$ cat src/run_pkg.sv
package run_pkg;

	// ====================
	// LED strip
	// ====================
	localparam int led_count = 26;

	// bit 0 is the first LED of the strip.
	typedef logic [led_count-1:0] led_frame_t;

	// ====================
	// modes
	// ====================
	typedef logic [2:0] mode_t;

	localparam mode_t mode_stack = 3'd0;
	localparam mode_t mode_bounce = 3'd1;
	localparam mode_t mode_converge = 3'd2;
	localparam mode_t mode_fill = 3'd3;
	localparam mode_t mode_all_on = 3'd4;

	// the auto sequence plays the four running patterns only.
	localparam mode_t auto_last_mode = mode_fill;

	// ====================
	// rates
	// ====================
	typedef logic [2:0] rate_t;

	// selects above rate_last behave like rate_last.
	localparam rate_t rate_last = 3'd4;

	// step period in units of the base period.
	localparam int rate_div [5] = '{1, 2, 4, 8, 16};

	// ====================
	// patterns
	// ====================
	localparam int bounce_len = 5;
	localparam int fill_steps = 17;

	// lit one after the other by the fill pattern, scattered over the strip.
	localparam led_frame_t fill_groups [fill_steps] = '{
		26'h0000001, 26'h0000030, 26'h0400000, 26'h0007000,
		26'h00c0000, 26'h0000300, 26'h3000000, 26'h000000e,
		26'h0028000, 26'h0000080, 26'h0200000, 26'h0000800,
		26'h0800000, 26'h0010000, 26'h0000400, 26'h0000040,
		26'h0100000
	};

endpackage

$ cat src/seg_pkg.sv
package seg_pkg;

	// one digit, bit 6 is segment g and bit 0 is segment a.
	typedef logic [6:0] seg_t;

	// ====================
	// digit encodings
	// ====================

	// the segments are active low, so a lit segment is a 0.
	localparam seg_t seg_digits [10] = '{
		7'b1000000,
		7'b1111001,
		7'b0100100,
		7'b0110000,
		7'b0011001,
		7'b0010010,
		7'b0000010,
		7'b1111000,
		7'b0000000,
		7'b0010000
	};

	localparam seg_t seg_blank = 7'b1111111;

endpackage

$ cat src/step_timer.sv
`timescale 1ns/1ps

module step_timer #(
	parameter int step_unit = 2500000
) (
	input logic hz_led,
	input logic reset,
	input run_pkg::rate_t rate,
	output logic step_tick
);

	localparam int cnt_w = $clog2(step_unit * run_pkg::rate_div[run_pkg::rate_last]);

	logic [cnt_w-1:0] count;
	logic [cnt_w-1:0] reload;
	logic armed;
	run_pkg::rate_t rate_idx;

	always_comb begin
		rate_idx = (rate > run_pkg::rate_last) ? run_pkg::rate_last : rate;
		reload = cnt_w'(step_unit * run_pkg::rate_div[rate_idx] - 1);
	end

	// the rate is only sampled when the counter wraps.
	// the zero left by reset loads the first period without a tick.
	always_ff @(posedge hz_led or posedge reset) begin
		if (reset) begin
			count <= '0;
			armed <= 1'b0;
		end else begin
			armed <= 1'b1;
			if (count == '0) begin
				count <= reload;
			end else begin
				count <= count - 1'b1;
			end
		end
	end

	assign step_tick = armed && (count == '0);

endmodule

$ cat src/mode_control.sv
`timescale 1ns/1ps

module mode_control (
	input logic hz_led,
	input logic reset,
	input logic mode_button,
	input logic auto,
	input logic cycle_done,
	output run_pkg::mode_t mode
);

	logic btn_meta;
	logic btn_sync;
	logic btn_prev;
	logic press;

	// ====================
	// button
	// ====================
	always_ff @(posedge hz_led or posedge reset) begin
		if (reset) begin
			btn_meta <= 1'b0;
			btn_sync <= 1'b0;
			btn_prev <= 1'b0;
		end else begin
			btn_meta <= mode_button;
			btn_sync <= btn_meta;
			btn_prev <= btn_sync;
		end
	end

	assign press = btn_sync && !btn_prev;

	// ====================
	// mode register
	// ====================

	// in auto mode the button is ignored and the end of each pattern
	// moves on to the next one.
	always_ff @(posedge hz_led or posedge reset) begin
		if (reset) begin
			mode <= run_pkg::mode_stack;
		end else if (auto) begin
			if (mode > run_pkg::auto_last_mode) begin
				// all on never ends a cycle, so auto starts over from stack.
				mode <= run_pkg::mode_stack;
			end else if (cycle_done) begin
				if (mode == run_pkg::auto_last_mode) begin
					mode <= run_pkg::mode_stack;
				end else begin
					mode <= mode + 1'b1;
				end
			end
		end else if (press) begin
			if (mode == run_pkg::mode_all_on) begin
				mode <= run_pkg::mode_stack;
			end else begin
				mode <= mode + 1'b1;
			end
		end
	end

endmodule

$ cat src/pattern_engine.sv
`timescale 1ns/1ps

module pattern_engine (
	input logic hz_led,
	input logic reset,
	input logic step_tick,
	input run_pkg::mode_t mode,
	output run_pkg::led_frame_t leds,
	output logic cycle_done
);

	localparam int cnt_w = $clog2(run_pkg::led_count + 1);
	localparam int bounce_top = run_pkg::led_count - run_pkg::bounce_len;
	localparam int half = run_pkg::led_count / 2;
	localparam run_pkg::led_frame_t all_on = '1;
	localparam run_pkg::led_frame_t one_led = run_pkg::led_frame_t'(1);
	localparam run_pkg::led_frame_t bounce_base =
		run_pkg::led_frame_t'((1 << run_pkg::bounce_len) - 1);

	logic [cnt_w-1:0] pos;
	logic [cnt_w-1:0] fill;
	logic dir;
	run_pkg::mode_t mode_prev;

	logic [cnt_w-1:0] pos_next;
	logic [cnt_w-1:0] fill_next;
	logic dir_next;
	logic last;
	run_pkg::led_frame_t frame_next;
	run_pkg::led_frame_t top_mask;

	// ====================
	// next frame
	// ====================

	// last marks the step that blanks the strip and starts the pattern over.
	always_comb begin
		pos_next = pos;
		fill_next = fill;
		dir_next = dir;
		frame_next = leds;
		last = 1'b0;
		top_mask = ~(all_on >> fill);
		case (mode)
			run_pkg::mode_stack: begin
				if (&leds) begin
					last = 1'b1;
				end else begin
					// fill counts the LEDs already stacked at the top.
					frame_next = top_mask | (one_led << pos);
					if (int'(pos) == run_pkg::led_count - 1 - int'(fill)) begin
						fill_next = fill + 1'b1;
						pos_next = '0;
					end else begin
						pos_next = pos + 1'b1;
					end
				end
			end
			run_pkg::mode_bounce: begin
				// on the way down only the block at LED 0 covers bit 0.
				if (dir && leds[0]) begin
					last = 1'b1;
				end else begin
					frame_next = bounce_base << pos;
					if (!dir && int'(pos) == bounce_top) begin
						dir_next = 1'b1;
						pos_next = pos - 1'b1;
					end else if (!dir) begin
						pos_next = pos + 1'b1;
					end else if (pos != '0) begin
						pos_next = pos - 1'b1;
					end
				end
			end
			run_pkg::mode_converge: begin
				if (int'(pos) == half) begin
					last = 1'b1;
				end else begin
					frame_next = (one_led << pos) |
						(one_led << (run_pkg::led_count - 1 - int'(pos)));
					pos_next = pos + 1'b1;
				end
			end
			run_pkg::mode_fill: begin
				// the groups cover the whole strip, so the last one lights it fully.
				if (&leds) begin
					last = 1'b1;
				end else begin
					frame_next = leds | run_pkg::fill_groups[fill];
					fill_next = fill + 1'b1;
				end
			end
			default: begin
				frame_next = all_on;
			end
		endcase
	end

	// ====================
	// frame register
	// ====================
	always_ff @(posedge hz_led or posedge reset) begin
		if (reset) begin
			leds <= '0;
			cycle_done <= 1'b0;
			pos <= '0;
			fill <= '0;
			dir <= 1'b0;
			mode_prev <= run_pkg::mode_stack;
		end else begin
			mode_prev <= mode;
			cycle_done <= 1'b0;
			if (mode != mode_prev) begin
				// a new mode always starts from a dark strip.
				leds <= '0;
				pos <= '0;
				fill <= '0;
				dir <= 1'b0;
			end else if (step_tick) begin
				if (last) begin
					leds <= '0;
					pos <= '0;
					fill <= '0;
					dir <= 1'b0;
					cycle_done <= 1'b1;
				end else begin
					leds <= frame_next;
					pos <= pos_next;
					fill <= fill_next;
					dir <= dir_next;
				end
			end
		end
	end

endmodule

$ cat src/seg_display.sv
`timescale 1ns/1ps

module seg_display (
	input logic hz_led,
	input logic reset,
	input run_pkg::mode_t mode,
	input run_pkg::rate_t rate,
	output seg_pkg::seg_t seg_mode,
	output seg_pkg::seg_t seg_rate
);

	run_pkg::rate_t rate_idx;

	// rates are numbered from 1 on the display.
	assign rate_idx = (rate > run_pkg::rate_last) ? run_pkg::rate_last : rate;

	// ====================
	// digit registers
	// ====================
	always_ff @(posedge hz_led or posedge reset) begin
		if (reset) begin
			seg_mode <= seg_pkg::seg_blank;
			seg_rate <= seg_pkg::seg_blank;
		end else begin
			seg_mode <= seg_pkg::seg_digits[mode];
			seg_rate <= seg_pkg::seg_digits[rate_idx + 1'b1];
		end
	end

endmodule

$ cat src/running_led_top.sv
`timescale 1ns/1ps

module running_led_top #(
	parameter int step_unit = 2500000
) (
	input logic hz_led,
	input logic reset,
	input logic mode_button,
	input logic auto,
	input run_pkg::rate_t rate,
	output run_pkg::led_frame_t leds,
	output seg_pkg::seg_t seg_mode,
	output seg_pkg::seg_t seg_rate
);

	logic step_tick;
	logic cycle_done;
	run_pkg::mode_t mode;

	step_timer #(
		.step_unit(step_unit)
	) u_step_timer (
		.hz_led(hz_led),
		.reset(reset),
		.rate(rate),
		.step_tick(step_tick)
	);

	mode_control u_mode_control (
		.hz_led(hz_led),
		.reset(reset),
		.mode_button(mode_button),
		.auto(auto),
		.cycle_done(cycle_done),
		.mode(mode)
	);

	pattern_engine u_pattern_engine (
		.hz_led(hz_led),
		.reset(reset),
		.step_tick(step_tick),
		.mode(mode),
		.leds(leds),
		.cycle_done(cycle_done)
	);

	seg_display u_seg_display (
		.hz_led(hz_led),
		.reset(reset),
		.mode(mode),
		.rate(rate),
		.seg_mode(seg_mode),
		.seg_rate(seg_rate)
	);

endmodule

$ cat config.mk
export PLATFORM = sky130hd
export DESIGN_NAME = running_led_top
export DESIGN_NICKNAME = d
export VERILOG_FILES = /design/src/run_pkg.sv /design/src/seg_pkg.sv /design/src/step_timer.sv /design/src/mode_control.sv /design/src/pattern_engine.sv /design/src/seg_display.sv /design/src/running_led_top.sv
export SDC_FILE = /design/constraint.sdc
export NUM_CORES = 1
export LEC_CHECK = 0
export BUFFER_PORTS_ARGS = -buffer_cell sky130_fd_sc_hd__buf_2
export CORE_ASPECT_RATIO = 1.4
export CORE_MARGIN = 3
export CORE_UTILIZATION = 35
export CTS_CLUSTER_SIZE = 10
export DETAILED_ROUTE_END_ITERATION = 16
export SETUP_SLACK_MARGIN = 0.15
export SLEW_MARGIN = 20
export SYNTH_ARGS = -nofsm -noshare
export SYNTH_HDL_FRONTEND = slang
export SYNTH_SLANG_ARGS = --single-unit
$ cat constraint.sdc
create_clock -name hz_led -period 4.97 [get_ports hz_led]
set_input_delay 0.7455 -clock hz_led [delete_from_list [all_inputs] [get_ports hz_led]]
set_output_delay 0.7455 -clock hz_led [all_outputs]
set_load 0.05 [all_outputs]
-- Word level (Yosys, flattened, before mapping)
Memory sizes are Yosys's and may differ from the RTL's. A register that Yosys moved wholly into a read port is not among the register bits.
Cells that the tools add are included.
- logic and storage cells: 131
- bits in read-only memories: 1312
- memory bits (writable): 0
- memories kept: 4
- input bits: 7
- flip-flop bits (word level): 74
- latch bits: 0
- reduce and logical (&&, ||, !) cells: 22
- order comparisons: 4
- muxes and demuxes: 51
- add/sub/neg operators: 9
- divide/modulo/power cells: 0
- equal/unequal tests: 16
- shift operators: 4
- bitwise gates (word level): 8
- multiply operators: 1
- memory list (memory ; depth ; bits a word ; rd ports ; clocked after Yosys merged registers in ; wr ports ; line ; source):
    (name not given) ; 32 ; 26 ; 1 ; 0 ; 0 ; pattern_engine.sv:89 ; frame_next = leds | run_pkg::fill_groups[fill];
    (name not given) ; 8 ; 32 ; 1 ; 0 ; 0 ; step_timer.sv:21 ; reload = cnt_w'(step_unit * run_pkg::rate_div[rate_idx] - 1);
    (name not given) ; 16 ; 7 ; 1 ; 1 ; 0 ; seg_display.sv:26 ; seg_rate <= seg_pkg::seg_digits[rate_idx + 1'b1];
    (name not given) ; 16 ; 7 ; 1 ; 1 ; 0 ; seg_display.sv:25 ; seg_mode <= seg_pkg::seg_digits[mode];
- operators with widths (cell ; number):
    26-bit 2-to-1 mux ; 10
    26-bit case mux with 4 select lines ; 1
    5-bit 2-to-1 mux ; 16
    26-bit bitwise OR ; 3
    32-bit 2-to-1 mux ; 2
    6-bit by 32-bit == test with 1-bit output ; 1
    18-bit by 32-bit multiplier with 21-bit output, first input constant ; 1
    1-bit by 32-bit << shifter with 26-bit output, first input constant ; 1
    26-bit logical NOT ; 1
    26-bit NOT ; 1
    26-bit AND reduction ; 1
    1-bit by 5-bit << shifter with 26-bit output, first input constant ; 1
    5-bit by 5-bit << shifter with 26-bit output, first input constant ; 1
    26-bit by 5-bit right shift with 26-bit output, first input constant ; 1
    26-bit by 1-bit subtractor with 26-bit output, second input constant ; 1
    26-bit by 2-bit subtractor with 26-bit output, second input constant ; 1
    3-bit 2-to-1 mux ; 7
    4-bit by 3-bit != test with 1-bit output, second input constant ; 4
    5-bit case mux with 3 select lines ; 1
    1-bit 2-to-1 mux ; 12
    3-bit NOT with 4-bit output ; 3
    5-bit by 5-bit subtractor with 6-bit output, first input constant ; 2
    5-bit by 1-bit adder with 5-bit output, second input constant ; 2
    5-bit == test, second input constant ; 2
    29 further kinds ; 39

-- Logic depth before layout (Yosys ltp)
Gate-level depths: netlist of run 1.
- depth in word-level cells: 10
- mapped depth: 21
- mapped depth without buffers: 20

-- By module
From an unflattened synthesis of run 1, not the netlist that was laid out.
- cell total of the unflattened synthesis: 834
- area, all modules: 7450.9 µm²
- by module, submodules not included (module ; cells each ; instances ; area an instance (µm²) ; sequential area each (µm²)):
    pattern_engine ; 482 ; 1 ; 3903.7 ; 1026.0
    step_timer ; 262 ; 1 ; 2487.4 ; 675.6
    seg_display ; 59 ; 1 ; 714.4 ; 367.9
    mode_control ; 31 ; 1 ; 345.3 ; 150.1

-- Least setup slack after synthesis of run 1
Ideal clock, no wire load.
- path type: in2reg
- start: in rate[2]
- end: reg u_step_timer.count[19]
- required time: 4.835 ns
- setup time: 0.135 ns
- setup slack: 0.381 ns
- arrival time: 4.454 ns
- cell stages on the path: 19
- path buffers: 1
- cell sequence: clkbuf_1 inv_1 nand2_1 inv_1 ha_1 ha_1 and2_1 nor2_1 a21oi_1 ha_1 ha_1 fa_1 ha_1 a22oi_1 o311ai_0 o311a_1 o31ai_1 xor2_1 mux2i_1
- word-level cells in the longest chain between the ends: 9
- RTL lines (item ; line ; source):
    start, declared ; running_led_top.sv:10 ; input run_pkg::rate_t rate,
    3-bit greater-than comparator ; step_timer.sv:20 ; rate_idx = (rate > run_pkg::rate_last) ? run_pkg::rate_last : rate;
    3-bit 2-to-1 mux * ; step_timer.sv:20 ;
    3-bit NOT with 4-bit output (not written as such) * ; step_timer.sv:21 ;
    memory 8 x 32 bit * ; -- ;
    32-bit 2-to-1 mux (not written as such) * (2 in series) ; step_timer.sv:21 ;
    18-bit by 32-bit multiplier with 21-bit output * ; step_timer.sv:21 ;
    26-bit by 2-bit subtractor with 26-bit output * ; step_timer.sv:21 ;
    26-bit 2-to-1 mux * ; step_timer.sv:32 ; if (count == '0) begin
    end signal, assigned ; step_timer.sv:33 ; count <= reload;
    end signal, assigned ; step_timer.sv:35 ; count <= count - 1'b1;
    end, declared ; step_timer.sv:14 ; logic [cnt_w-1:0] count;
Mark *: on every way between the ends. The rest lies on a longest branch, timed or not. The select of a mux whose other input is x is not followed.
A chain may end at the register's enable or synchronous reset.

-- Final worst setup path of run 1
Ends and elaborated chain as after synthesis.

==> reports/results.ini, run 1 <==
[timing]
setup_viol=0
min_period_ns=4.342
finalClockSkew_ns=0.008031
max_slew_margin_pct=31.28
worstMarginPinSlew_ns=1.031
finalMaxSlewViolations=0
hold_viol=0
tns_ns=0
setup_ws_ns=0.6280
clock.fmax_mhz=230.3
period_share_pct=87.36
rsz0062_at_grt=no

[layout]
fillCellCount=2007
multi_input_area_mm2=0.004478
register_area_mm2=0.002220
fin_nets=943
n_antenna_cell=0
drive_gt1_share_pct=13.85
syn_to_final_growth_pct=12.63

[clocking]
root_buffer=clkbuf_16
cts_setup_buffers=0
htreeDepth=3
path_clk_slew_ns=0.07
cts_hold_buf=0
cts_buffers=9
cts_resized=0
clk_latency_ns=0.36
clock_path_buffers=2
clkSinkCount=88
tritoncts=yes

[min_path]
hp-start=u_mode_control.btn_meta
hp-class=register to register

[worst_setup_path]
path_class=input port to register
rr_startpoint=u_mode_control.mode[0]
crit_path_end_kind=register
cp.arrival_ns=4.55
required_ns=5.18
critPathMaxFanout=6
crit_start=rate[2]
cp-start-kind=input port

[run]
drv_cap=0

[floorplan]
core_mm2=0.01944
pin_count=47
die_h_um=173.6
start_util_pct=36.13
dieArea_mm2=0.02183
die_x_um=125.7
rows=60

[place]
dpl_worst_slack_ns=0.2622
port_buffers=46
globalplace.congestion=1.032
dp_hpwl_mm=16.90

[synthesis]
synth_cell_types=79
synthArstFlopShare_pct=100.0
synth_edf_count=0
synth.cell_area_mm2=0.007024
synth_area_per_cell_um2=8.693
synth_cells=808
synth_ff_type=dfrtp_1
ys_ff_latch=88
seq_area_frac_synth_pct=31.60
ys_warn_count=0

[power]
total_power_mw=2.870
power_leakage_nw=3.451
p_per_area_mw_per_mm2=362.8
peakVddDrop_v=0.0001761

[routing]
drcViolationCount=0
avgRoutedWirePerCell_um=20.47
first_pass_iters=5
viasPerCell=5.778
drt-total-wl_mm=22.66
drtIter0Drc=588
routed-via-count=6396
ant_nets=0

[run_status]
status=finished clean

[global_route]
grt.total_usage_pct=20.99
grt_max_degree=53
grt_pass1_wl_mm=36.40
antenna_found_initial=0
grt_pass1_vias=6603
grt_overflow_total=0

==> path summary, 6_finish.rpt <==
| check | cells past startpoint | endpoint | slack, ns |
|---|---|---|---|
| max in group asynchronous | 3 | u_mode_control.btn_meta | 3.49 |
| max reg2reg | 10 | u_pattern_engine.pos[4] | 1.36 |
| min | 0 | u_mode_control.btn_sync | 0.34 |
| max | 19 | u_step_timer.count[19] | 0.63 |
| min in group asynchronous | 2 | u_pattern_engine.leds[13] | 0.41 |
| min reg2reg | 0 | u_mode_control.btn_sync | 0.34 |
==> stage by stage <==
stage | hold slack, ns | utilization [%] | area, µm² | cells
finish | 0.3402 | 40.69 | 7911 | 1107
detailed placement | 0.3362 | 39.07 | 7597 | 1091
floorplan | 0.3312 | - | 7043 | 813
CTS | 0.3454 | 40.69 | 7911 | 1107
global placement | 0.3368 | 39.07 | 7597 | 1091
global route | 0.3588 | 40.69 | 7911 | 1107
==> cells in the mapped netlist (3+ instances only) <==
| library cell | n | area share, % |
|---|---|---|
| a21o_1 | 3 | 0.32 |
| a21oi_1 | 52 | 3.7 |
| a221oi_1 | 6 | 0.75 |
| a22o_1 | 19 | 2.4 |
| a31oi_1 | 6 | 0.53 |
| a32oi_1 | 3 | 0.37 |
| and2_1 | 10 | 0.89 |
| and3_1 | 11 | 0.98 |
| buf_1 | 6 | 0.32 |
| buf_2 | 5 | 0.36 |
| clkbuf_1 | 26 | 1.4 |
| dfrtp_1 | 74 | 26 |
| dfstp_2 | 14 | 5.2 |
| fa_1 | 4 | 1.1 |
| ha_1 | 78 | 14 |
| inv_1 | 46 | 2.5 |
| mux2_2 | 4 | 0.64 |
| mux2i_1 | 5 | 0.71 |
| nand2_1 | 67 | 3.6 |
| nand2b_1 | 13 | 1.2 |
| nand3_1 | 18 | 1.3 |
| nand4_1 | 14 | 1.2 |
| nor2_1 | 58 | 3.1 |
| nor2b_1 | 13 | 1.2 |
| nor3_1 | 27 | 1.9 |
| nor4_1 | 6 | 0.53 |
| o2111ai_1 | 15 | 1.9 |
| o211ai_1 | 8 | 0.86 |
| o21a_1 | 5 | 0.53 |
| o21ai_0 | 59 | 4.2 |
| o21ai_1 | 4 | 0.29 |
| o221ai_1 | 3 | 0.37 |
| o22ai_1 | 4 | 0.36 |
| o311ai_0 | 4 | 0.50 |
| o31ai_1 | 5 | 0.53 |
| o32ai_1 | 5 | 0.62 |
| or2_2 | 4 | 0.36 |
| or3_1 | 6 | 0.53 |
| xnor2_1 | 27 | 3.4 |
| xor2_1 | 22 | 2.7 |
==> state kept, by name, summed over array words and instances, names as in the netlist, 3 cells and up <==
signal	cells
u_seg_display.seg_mode	7
u_seg_display.seg_rate	7
u_mode_control.mode	3
u_pattern_engine.mode_prev	3
u_pattern_engine.fill	5
u_pattern_engine.leds	26
u_step_timer.count	26
u_pattern_engine.pos	5
==> layer usage <==
layer	track usage [%]	vias up	part of all wire (%)	wire, µm
li1	-	3015	-	-
met1	23.95	3035	38	8714
met2	37.39	250	50	11430
met3	2.713	96	4.7	1066
met4	11.90	0	6.4	1448
met5	0	-	0	0
==> cells by family (layout without fill, tap and decap cells) <==
family	Yosys count	after routing	synth area share [%]
flops	88	88	31.60
xor+xnor	49	49	6.110
fa+ha+maj	82	82	15.03
simple gates	265	265	19.24
mux	9	9	1.354
other cells	2	7	0.1069
buf+inv	87	133	5.005
compound gates	226	226	21.55
==> worst max-delay path, cell delays in order <==
cell	delay, ns
buf_2	0.10
inv_1	0.15
nand2_1	0.10
inv_1	0.09
ha_1	0.23
nor2b_1	0.36
and2_1	0.23
nor2_1	0.05
a21oi_1	0.13
ha_1	0.25
ha_1	0.20
fa_1	0.46
ha_1	0.24
a22oi_1	0.18
o311ai_0	0.21
o311a_1	0.34
o31ai_1	0.24
xor2_1	0.17
mux2i_1	0.08
==> power by group <==
part / switching [mW] / internal, mW
registers: 0.0460 / 0.799
clock network: 0.319 / 0.411
logic: 0.882 / 0.413
total: 1.25 / 1.62
==> layout by cell type (no fill, tap or decap), types with 6 or more instances in the layout <==
| cell type | instances |
|---|---|
| nand2b_1 | 13 |
| xor2_1 | 22 |
| or3_1 | 6 |
| nand2_1 | 67 |
| a221oi_1 | 6 |
| o2111ai_1 | 15 |
| a22o_1 | 19 |
| nor3_1 | 27 |
| buf_2 | 46 |
| o21ai_0 | 59 |
| nand4_1 | 14 |
| and3_1 | 11 |
| conb_1 | 7 |
| a31oi_1 | 6 |
| nor2_1 | 58 |
| a21oi_1 | 52 |
| dfstp_2 | 14 |
| xnor2_1 | 27 |
| nand3_1 | 18 |
| and2_1 | 10 |
| nor2b_1 | 13 |
| buf_4 | 24 |
| ha_1 | 78 |
| dfrtp_1 | 74 |
| inv_1 | 45 |
| o211ai_1 | 8 |
| clkbuf_16 | 9 |
| nor4_1 | 6 |
==> final cells by class <==
type	count	share of cell area [%]
inverter	47	2.262
timing repair buffer	70	5.187
clock inverter	6	0.9489
clock buffer	10	3.021
tap	248	3.922
sequential	88	28.06
multi-input combinational	638	56.60
Note: power is estimated with default switching activity, not from simulation.
==> run 2: changes to the inputs <==
--- a/config.mk
+++ b/config.mk
@@ -6,7 +6,6 @@
 export NUM_CORES = 1
 export LEC_CHECK = 0
 export BUFFER_PORTS_ARGS = -buffer_cell sky130_fd_sc_hd__buf_2
-export CORE_ASPECT_RATIO = 1.4
 export CORE_MARGIN = 3
 export CORE_UTILIZATION = 35
 export CTS_CLUSTER_SIZE = 10
==> constraint.sdc (replaced) <==
create_clock -name hz_led -period 3.8 [get_ports hz_led]
set_input_delay 0.57 -clock hz_led [delete_from_list [all_inputs] [get_ports hz_led]]
set_output_delay 0.57 -clock hz_led [all_outputs]
set_load 0.05 [all_outputs]
==> reports/results.ini, run 2 (synthesis results as in run 1) <==
[global_route]
antenna_found_initial=0  ; unchanged
grt.busiest_layer=met2
gr-usage-met1_pct=26.58  ; +2.6 points
grt_pass1_wl_mm=35.71  ; -1.9%
grt_pass1_vias=6345  ; -3.9%
use_met2_pct=33.72  ; -3.7 points
use_met3_pct=4.721  ; +2.0 points
grt.total_usage_pct=20.73  ; -0.26 points
grt_max_degree=55  ; +3.8%
grt_overflow_total=0  ; unchanged

[timing]
setup_viol=0  ; unchanged
clock.fmax_mhz=289.2
worstMarginPinSlew_ns=0.9259  ; -0.1049 ns
finalClockSkew_ns=0.01763  ; +0.009598 ns
finalMaxSlewViolations=0  ; unchanged
max_slew_margin_pct=38.27  ; +7.0 points
hold_viol=0  ; unchanged
tns_ns=0  ; unchanged
setup_ws_ns=0.3427  ; -0.2853 ns
min_period_ns=3.457
period_share_pct=90.98
rsz0062_at_grt=no
hold-worst-slack_ns=0.3014  ; -0.03878 ns

[worst_setup_path]
slowest_stage=fa_1
critical-path-top-delay-family=adder cells
cp.arrival_ns=3.71  ; -0.84 ns
path_cells=clkbuf_4 > inv_12 > nand2_8 > inv_8 > ha_4 > ha_4 > buf_4 > ha_1 > ha_1 > inv_1 > fa_1 > inv_1 > ha_1 > nand3_1 > o311ai_2 > o311a_1 > o31ai_2 > xor2_1 > mux2i_1
cp-start-kind=input port
r2r_setup_slack_ns=0.60  ; -0.76 ns
rr_startpoint=u_mode_control.mode[0]
cpMostUsedCell=ha_1
path_class=input port to register
crit_path_end_kind=register
r2r-end=u_pattern_engine.pos[0]
critPathMaxStageDelay_ns=0.53  ; +0.07 ns
required_ns=4.05  ; -1.13 ns
rr_worst_depth=9  ; -1
path_buf_inv=6  ; +3
critPathMaxFanout=5  ; -1

[floorplan]
pin_count=47  ; unchanged
start_util_pct=35.86  ; -0.27 points
core_mm2=0.01959  ; +0.75%
die_x_um=147.7  ; +17%
dieArea_mm2=0.02181  ; -0.11%
die_h_um=147.7  ; -15%
rows=51  ; -15%

[power]
p_per_area_mw_per_mm2=456.5  ; +26%
power_leakage_nw=3.559  ; +3.1%
total_power_mw=3.778  ; +32%
peakVddDrop_v=0.0002677  ; +52%

[routing]
viasPerCell=5.635  ; -2.5%
ant_nets=0  ; unchanged
routed-via-count=6475  ; +1.2%
first_pass_iters=7  ; +2
drt-total-wl_mm=21.96  ; -3.1%
drtIter0Drc=581  ; -1.2%
avgRoutedWirePerCell_um=19.11  ; -6.6%
drcViolationCount=0  ; unchanged

[clocking]
path_clk_slew_ns=0.08  ; about the same
clk_latency_ns=0.37  ; about the same
clock_path_buffers=2  ; unchanged
cts_buffers=9  ; unchanged
root_buffer=clkbuf_16
htreeDepth=3  ; unchanged
clkSinkCount=88  ; unchanged
tritoncts=yes

[place]
dp_hpwl_mm=16.40  ; -2.9%
globalplace.congestion=0.9737  ; -5.6%
port_buffers=46  ; unchanged
dpl_worst_slack_ns=-0.1795  ; -0.4417 ns

[layout]
fin_util_pct=42.25  ; +1.6 points
final_cell_mix=dfrtp_1, ha_1, nand2_1
fin_nets=968  ; +2.7%
reg.largest.list=u_pattern_engine.leds x26, u_step_timer.count x26
drive_gt1_share_pct=18.44  ; +4.6 points
final_common_cell=dfrtp_1
syn_to_final_growth_pct=17.83
fillCellCount=2000  ; -0.35%
n_antenna_cell=0  ; unchanged

[run]
drv_cap=0  ; unchanged

[min_path]
hp-class=input port to asynchronous set/reset pin

[run_status]
status=finished clean

==> run 2: cell types whose count changed in the layout (fill, tap and decap cells not counted), sizes merged <==
cell | previous run | this run
clkinv | 3 | 1
buf | 70 | 94
clkinvlp | 1 | 2
inv | 48 | 50
==> run 2: timing repair <==
item | 4_1_cts | 5_1_grt
resized for setup | 0 | 2
endpoints found under the setup margin | 0 | 5
endpoints found under the hold margin | 0 | 0
buffers inserted | 0 | 0
hold buffers | 0 | 0
==> run 2: layout make-up <==
| cell class | instances | area, µm² | share of cell area [%] |
|---|---|---|---|
| Multi-Input combinational cell | 638 | 4608 | 55.68 |
| Inverter | 47 | 203.9 | 2.464 |
| Tap cell | 265 | 331.6 | 4.006 |
| Sequential cell | 88 | 2220 | 26.82 |
| Clock inverter | 7 | 87.58 | 1.058 |
| Clock buffer | 9 | 225.2 | 2.721 |
| Timing Repair Buffer | 95 | 600.6 | 7.256 |
==> run 2: worst max-delay path by stage <==
| stage | cells after the start | slack (ns) | endpoint | start |
|---|---|---|---|---|
| finish | 19 | 0.34 | u_step_timer.count[19] | rate[2] |
| global route | 21 | 0.18 | u_step_timer.count[24] | rate[2] |
| CTS | 18 | 0.23 | u_step_timer.count[19] | rate[2] |
| detailed placement | 18 | -0.18 | u_step_timer.count[19] | rate[2] |
| global placement | 19 | -0.07 | u_step_timer.count[19] | rate[2] |
| floorplan | 19 | 0.01 | u_step_timer.count[19] | rate[2] |
==> run 2: stage by stage <==
| stage | area [µm²] | cells |
|---|---|---|
| after floorplan | 7224 | 813 |
| after detailed placement | 7960 | 1133 |
| after global placement | 7960 | 1133 |
| final | 8277 | 1149 |
| after CTS | 8273 | 1149 |
| after global routing | 8277 | 1149 |
==> run 2: power breakdown <==
part / total, mW / internal, mW / switching, mW
Combinational: 1.70 / 0.549 / 1.15
Sequential: 1.11 / 1.04 / 0.0664
Clock: 0.969 / 0.527 / 0.443
==> run 2: routing by layer <==
layer / wire [µm] / up-vias / share of wire [%]
met5: 0 / - / 0
met4: 845 / 0 / 3.8
met3: 1502 / 56 / 6.8
met2: 10420 / 252 / 47
met1: 9193 / 3094 / 42
li1: - / 3073 / -
==> run 3: changes to the inputs <==
--- a/config.mk
+++ b/config.mk
@@ -5,6 +5,7 @@
 export SDC_FILE = /design/constraint.sdc
 export NUM_CORES = 1
 export LEC_CHECK = 0
+export ABC_AREA = 1
 export BUFFER_PORTS_ARGS = -buffer_cell sky130_fd_sc_hd__buf_2
 export CORE_MARGIN = 3
 export CORE_UTILIZATION = 35
==> reports/results.ini, run 3 <==
[place]
dpl_worst_slack_ns=0.05896  ; +0.2384 ns
place_area_mm2=0.008352  ; +4.9%
globalplace.congestion=1.001  ; +2.8%
dp_hpwl_mm=18.78  ; +14%
port_buffers=46  ; unchanged

[worst_setup_path]
required_ns=4.04  ; about the same
cp.arrival_ns=3.64  ; -0.07 ns
crit_start=rate[1]
r2r_setup_slack_ns=1.10  ; +0.50 ns
cp-start-kind=input port
crit_path_end_kind=register
rr_startpoint=u_pattern_engine.pos[1]
r2r-end=u_pattern_engine.leds[12]
path_class=input port to register
rr_worst_depth=12  ; +3
critPathMaxFanout=5  ; unchanged
worstSetupEndpoint=u_step_timer.count[19]

[clocking]
clk_latency_ns=0.36  ; about the same
clock_path_buffers=2  ; unchanged
path_clk_slew_ns=0.07  ; about the same
tritoncts=yes
clkSinkCount=88  ; unchanged
cts_hold_buf=0  ; unchanged
root_buffer=clkbuf_16
htreeDepth=3  ; unchanged
cts_buffers=9  ; unchanged

[synthesis]
seq_area_frac_synth_pct=28.47  ; -3.1 points
synth_area_per_cell_um2=6.810  ; -22%
synth.cell_area_mm2=0.007797  ; +11%
ys_ff_latch=88  ; unchanged
synth_cell_types=46  ; -42%
synthTopCellsByArea=dfrtp_1, nand2_1, ha_1
synth_most_common_cell=nand2_1
netlist.top_cell.by_area=dfrtp_1
synthArstFlopShare_pct=100.0  ; unchanged
yosysTopAreaCellShare_pct=23.75  ; -2.6 points
synth_ff_type=dfrtp_1
synthTopCellsByCount=nand2_1, nand3_1, inv_1
synth_cells=1145  ; +42%
ys_warn_count=0  ; unchanged
synth_edf_count=0  ; unchanged

[routing]
routed-via-count=7674  ; +19%
drtIter0Drc=609  ; +4.8%
drt-total-wl_mm=24.83  ; +13%
viasPerCell=5.224  ; -7.3%
avgRoutedWirePerCell_um=16.90  ; -12%
ant_nets=0  ; unchanged
first_pass_iters=8  ; +1
drcViolationCount=0  ; unchanged

[global_route]
grt_pass1_wl_mm=39.37  ; +10%
grt_pass1_vias=7432  ; +17%
grt_max_degree=47  ; -15%
antenna_found_initial=0  ; unchanged
grt_overflow_total=0  ; unchanged
grt.total_usage_pct=20.52  ; -0.20 points

[power]
p_per_area_mw_per_mm2=597.9  ; +31%
peakVddDrop_v=0.0002358  ; -12%
power_leakage_nw=4.416  ; +24%

[timing]
hold_viol=0  ; unchanged
finalClockSkew_ns=0.01192  ; -0.005704 ns
min_period_ns=3.397  ; -0.06079 ns
worstMarginPinSlew_ns=0.9686  ; +0.04265 ns
tns_ns=0  ; unchanged
finalMaxSlewViolations=0  ; unchanged
rsz0062_at_grt=yes
hold-worst-slack_ns=0.2740  ; -0.02743 ns
setup_ws_ns=0.4035  ; +0.06079 ns
setup_viol=0  ; unchanged
clock.fmax_mhz=294.4  ; +1.8%
period_share_pct=89.38  ; -1.6 points
max_slew_margin_pct=35.27  ; -3.0 points

[layout]
final_common_cell=nand2_1
reg.largest.list=u_pattern_engine.leds x26, u_step_timer.count x26
drive_gt1_share_pct=11.98  ; -6.5 points
fin_util_pct=40.32  ; -1.9 points
final_cell_area_mm2=0.008663  ; +4.7%
final_cell_mix=nand2_1, nand3_1, inv_1
n_antenna_cell=0  ; unchanged
fillCellCount=2299  ; +15%
fin_nets=1278  ; +32%
syn_to_final_growth_pct=11.10

[min_path]
hp-class=input port to asynchronous set/reset pin

[floorplan]
pin_count=47  ; unchanged
core_mm2=0.02149  ; +9.7%
start_util_pct=36.29  ; +0.44 points
die_x_um=155.3  ; +5.1%
rows=53  ; +3.9%
dieArea_mm2=0.02411  ; +11%
die_h_um=155.3  ; +5.1%

[run_status]
status=finished clean

[run]
drv_cap=0  ; unchanged

run 3: cells by family (layout without fill, tap and decap cells):
group,count (synthesis),after routing,share of synthesized area (%)
fa+ha+maj,82,82,13.54
buf+inv,178,222,9.387
other cells,2,7,0.09631
xor+xnor,36,36,4.044
simple gates,617,617,34.34
compound gates,142,142,10.13
flops,88,88,28.47
run 3: timing repair:
item,CTS,global route
buffers inserted,0,0
gates resized for setup,0,3
setup endpoints to repair,0,2
run 3: final cells by class:
type	count	area, µm²	share of cell area [%]
Clock inverter	7	71.32	0.8232
Tap cell	275	344.1	3.972
Timing Repair Buffer	68	395.4	4.564
Inverter	138	520.5	6.008
Clock buffer	9	225.2	2.600
Multi-Input combinational cell	884	4887	56.41
Sequential cell	88	2220	25.62
run 3: per-layer routing:
layer	up-vias	share of wire (%)	GRT usage, %
met4	0	5.0	10.59
met5	-	0	0
li1	3788	-	-
met3	66	4.9	3.449
met2	243	48	34.11
met1	3577	43	25.63
run 3: critical path, stage by stage:
cell     delay (ns)
buf_2          0.12
inv_1          0.09
nor2_4         0.05
inv_1          0.09
ha_1           0.17
inv_1          0.09
nor2_2         0.14
inv_1          0.07
nor2_1         0.16
xor2_1         0.18
ha_1           0.25
ha_1           0.20
fa_1           0.46
ha_1           0.22
a21oi_1        0.14
nand2_1        0.13
nand3_1        0.11
nand2_1        0.09
nand3_1        0.10
nand3_1        0.07
nand3_1        0.08
nand2_1        0.05
run 3: worst min-delay path by stage:
stage	end	slack (ns)
floorplan	u_mode_control.btn_sync	0.33
global placement	u_mode_control.btn_sync	0.35
detailed placement	u_mode_control.btn_sync	0.34
CTS	u_step_timer.count[10]	0.30
global route	u_mode_control.btn_meta	0.32
finish	u_mode_control.btn_meta	0.27
run 3: power by group:
part	total [mW]	leakage, nW	internal [mW]	switching [mW]
registers	1.27	1.04	1.12	0.150
logic	2.98	3.24	0.796	2.19
clock network	0.927	0.139	0.464	0.462
run 3: per-stage QoR:
stage / instances / total power [mW]
floorplan: 1150 / 3.524
global placement: 1453 / 4.250
detailed placement: 1453 / 4.260
CTS: 1469 / 5.209
global route: 1469 / 5.557
finish: 1469 / 5.179
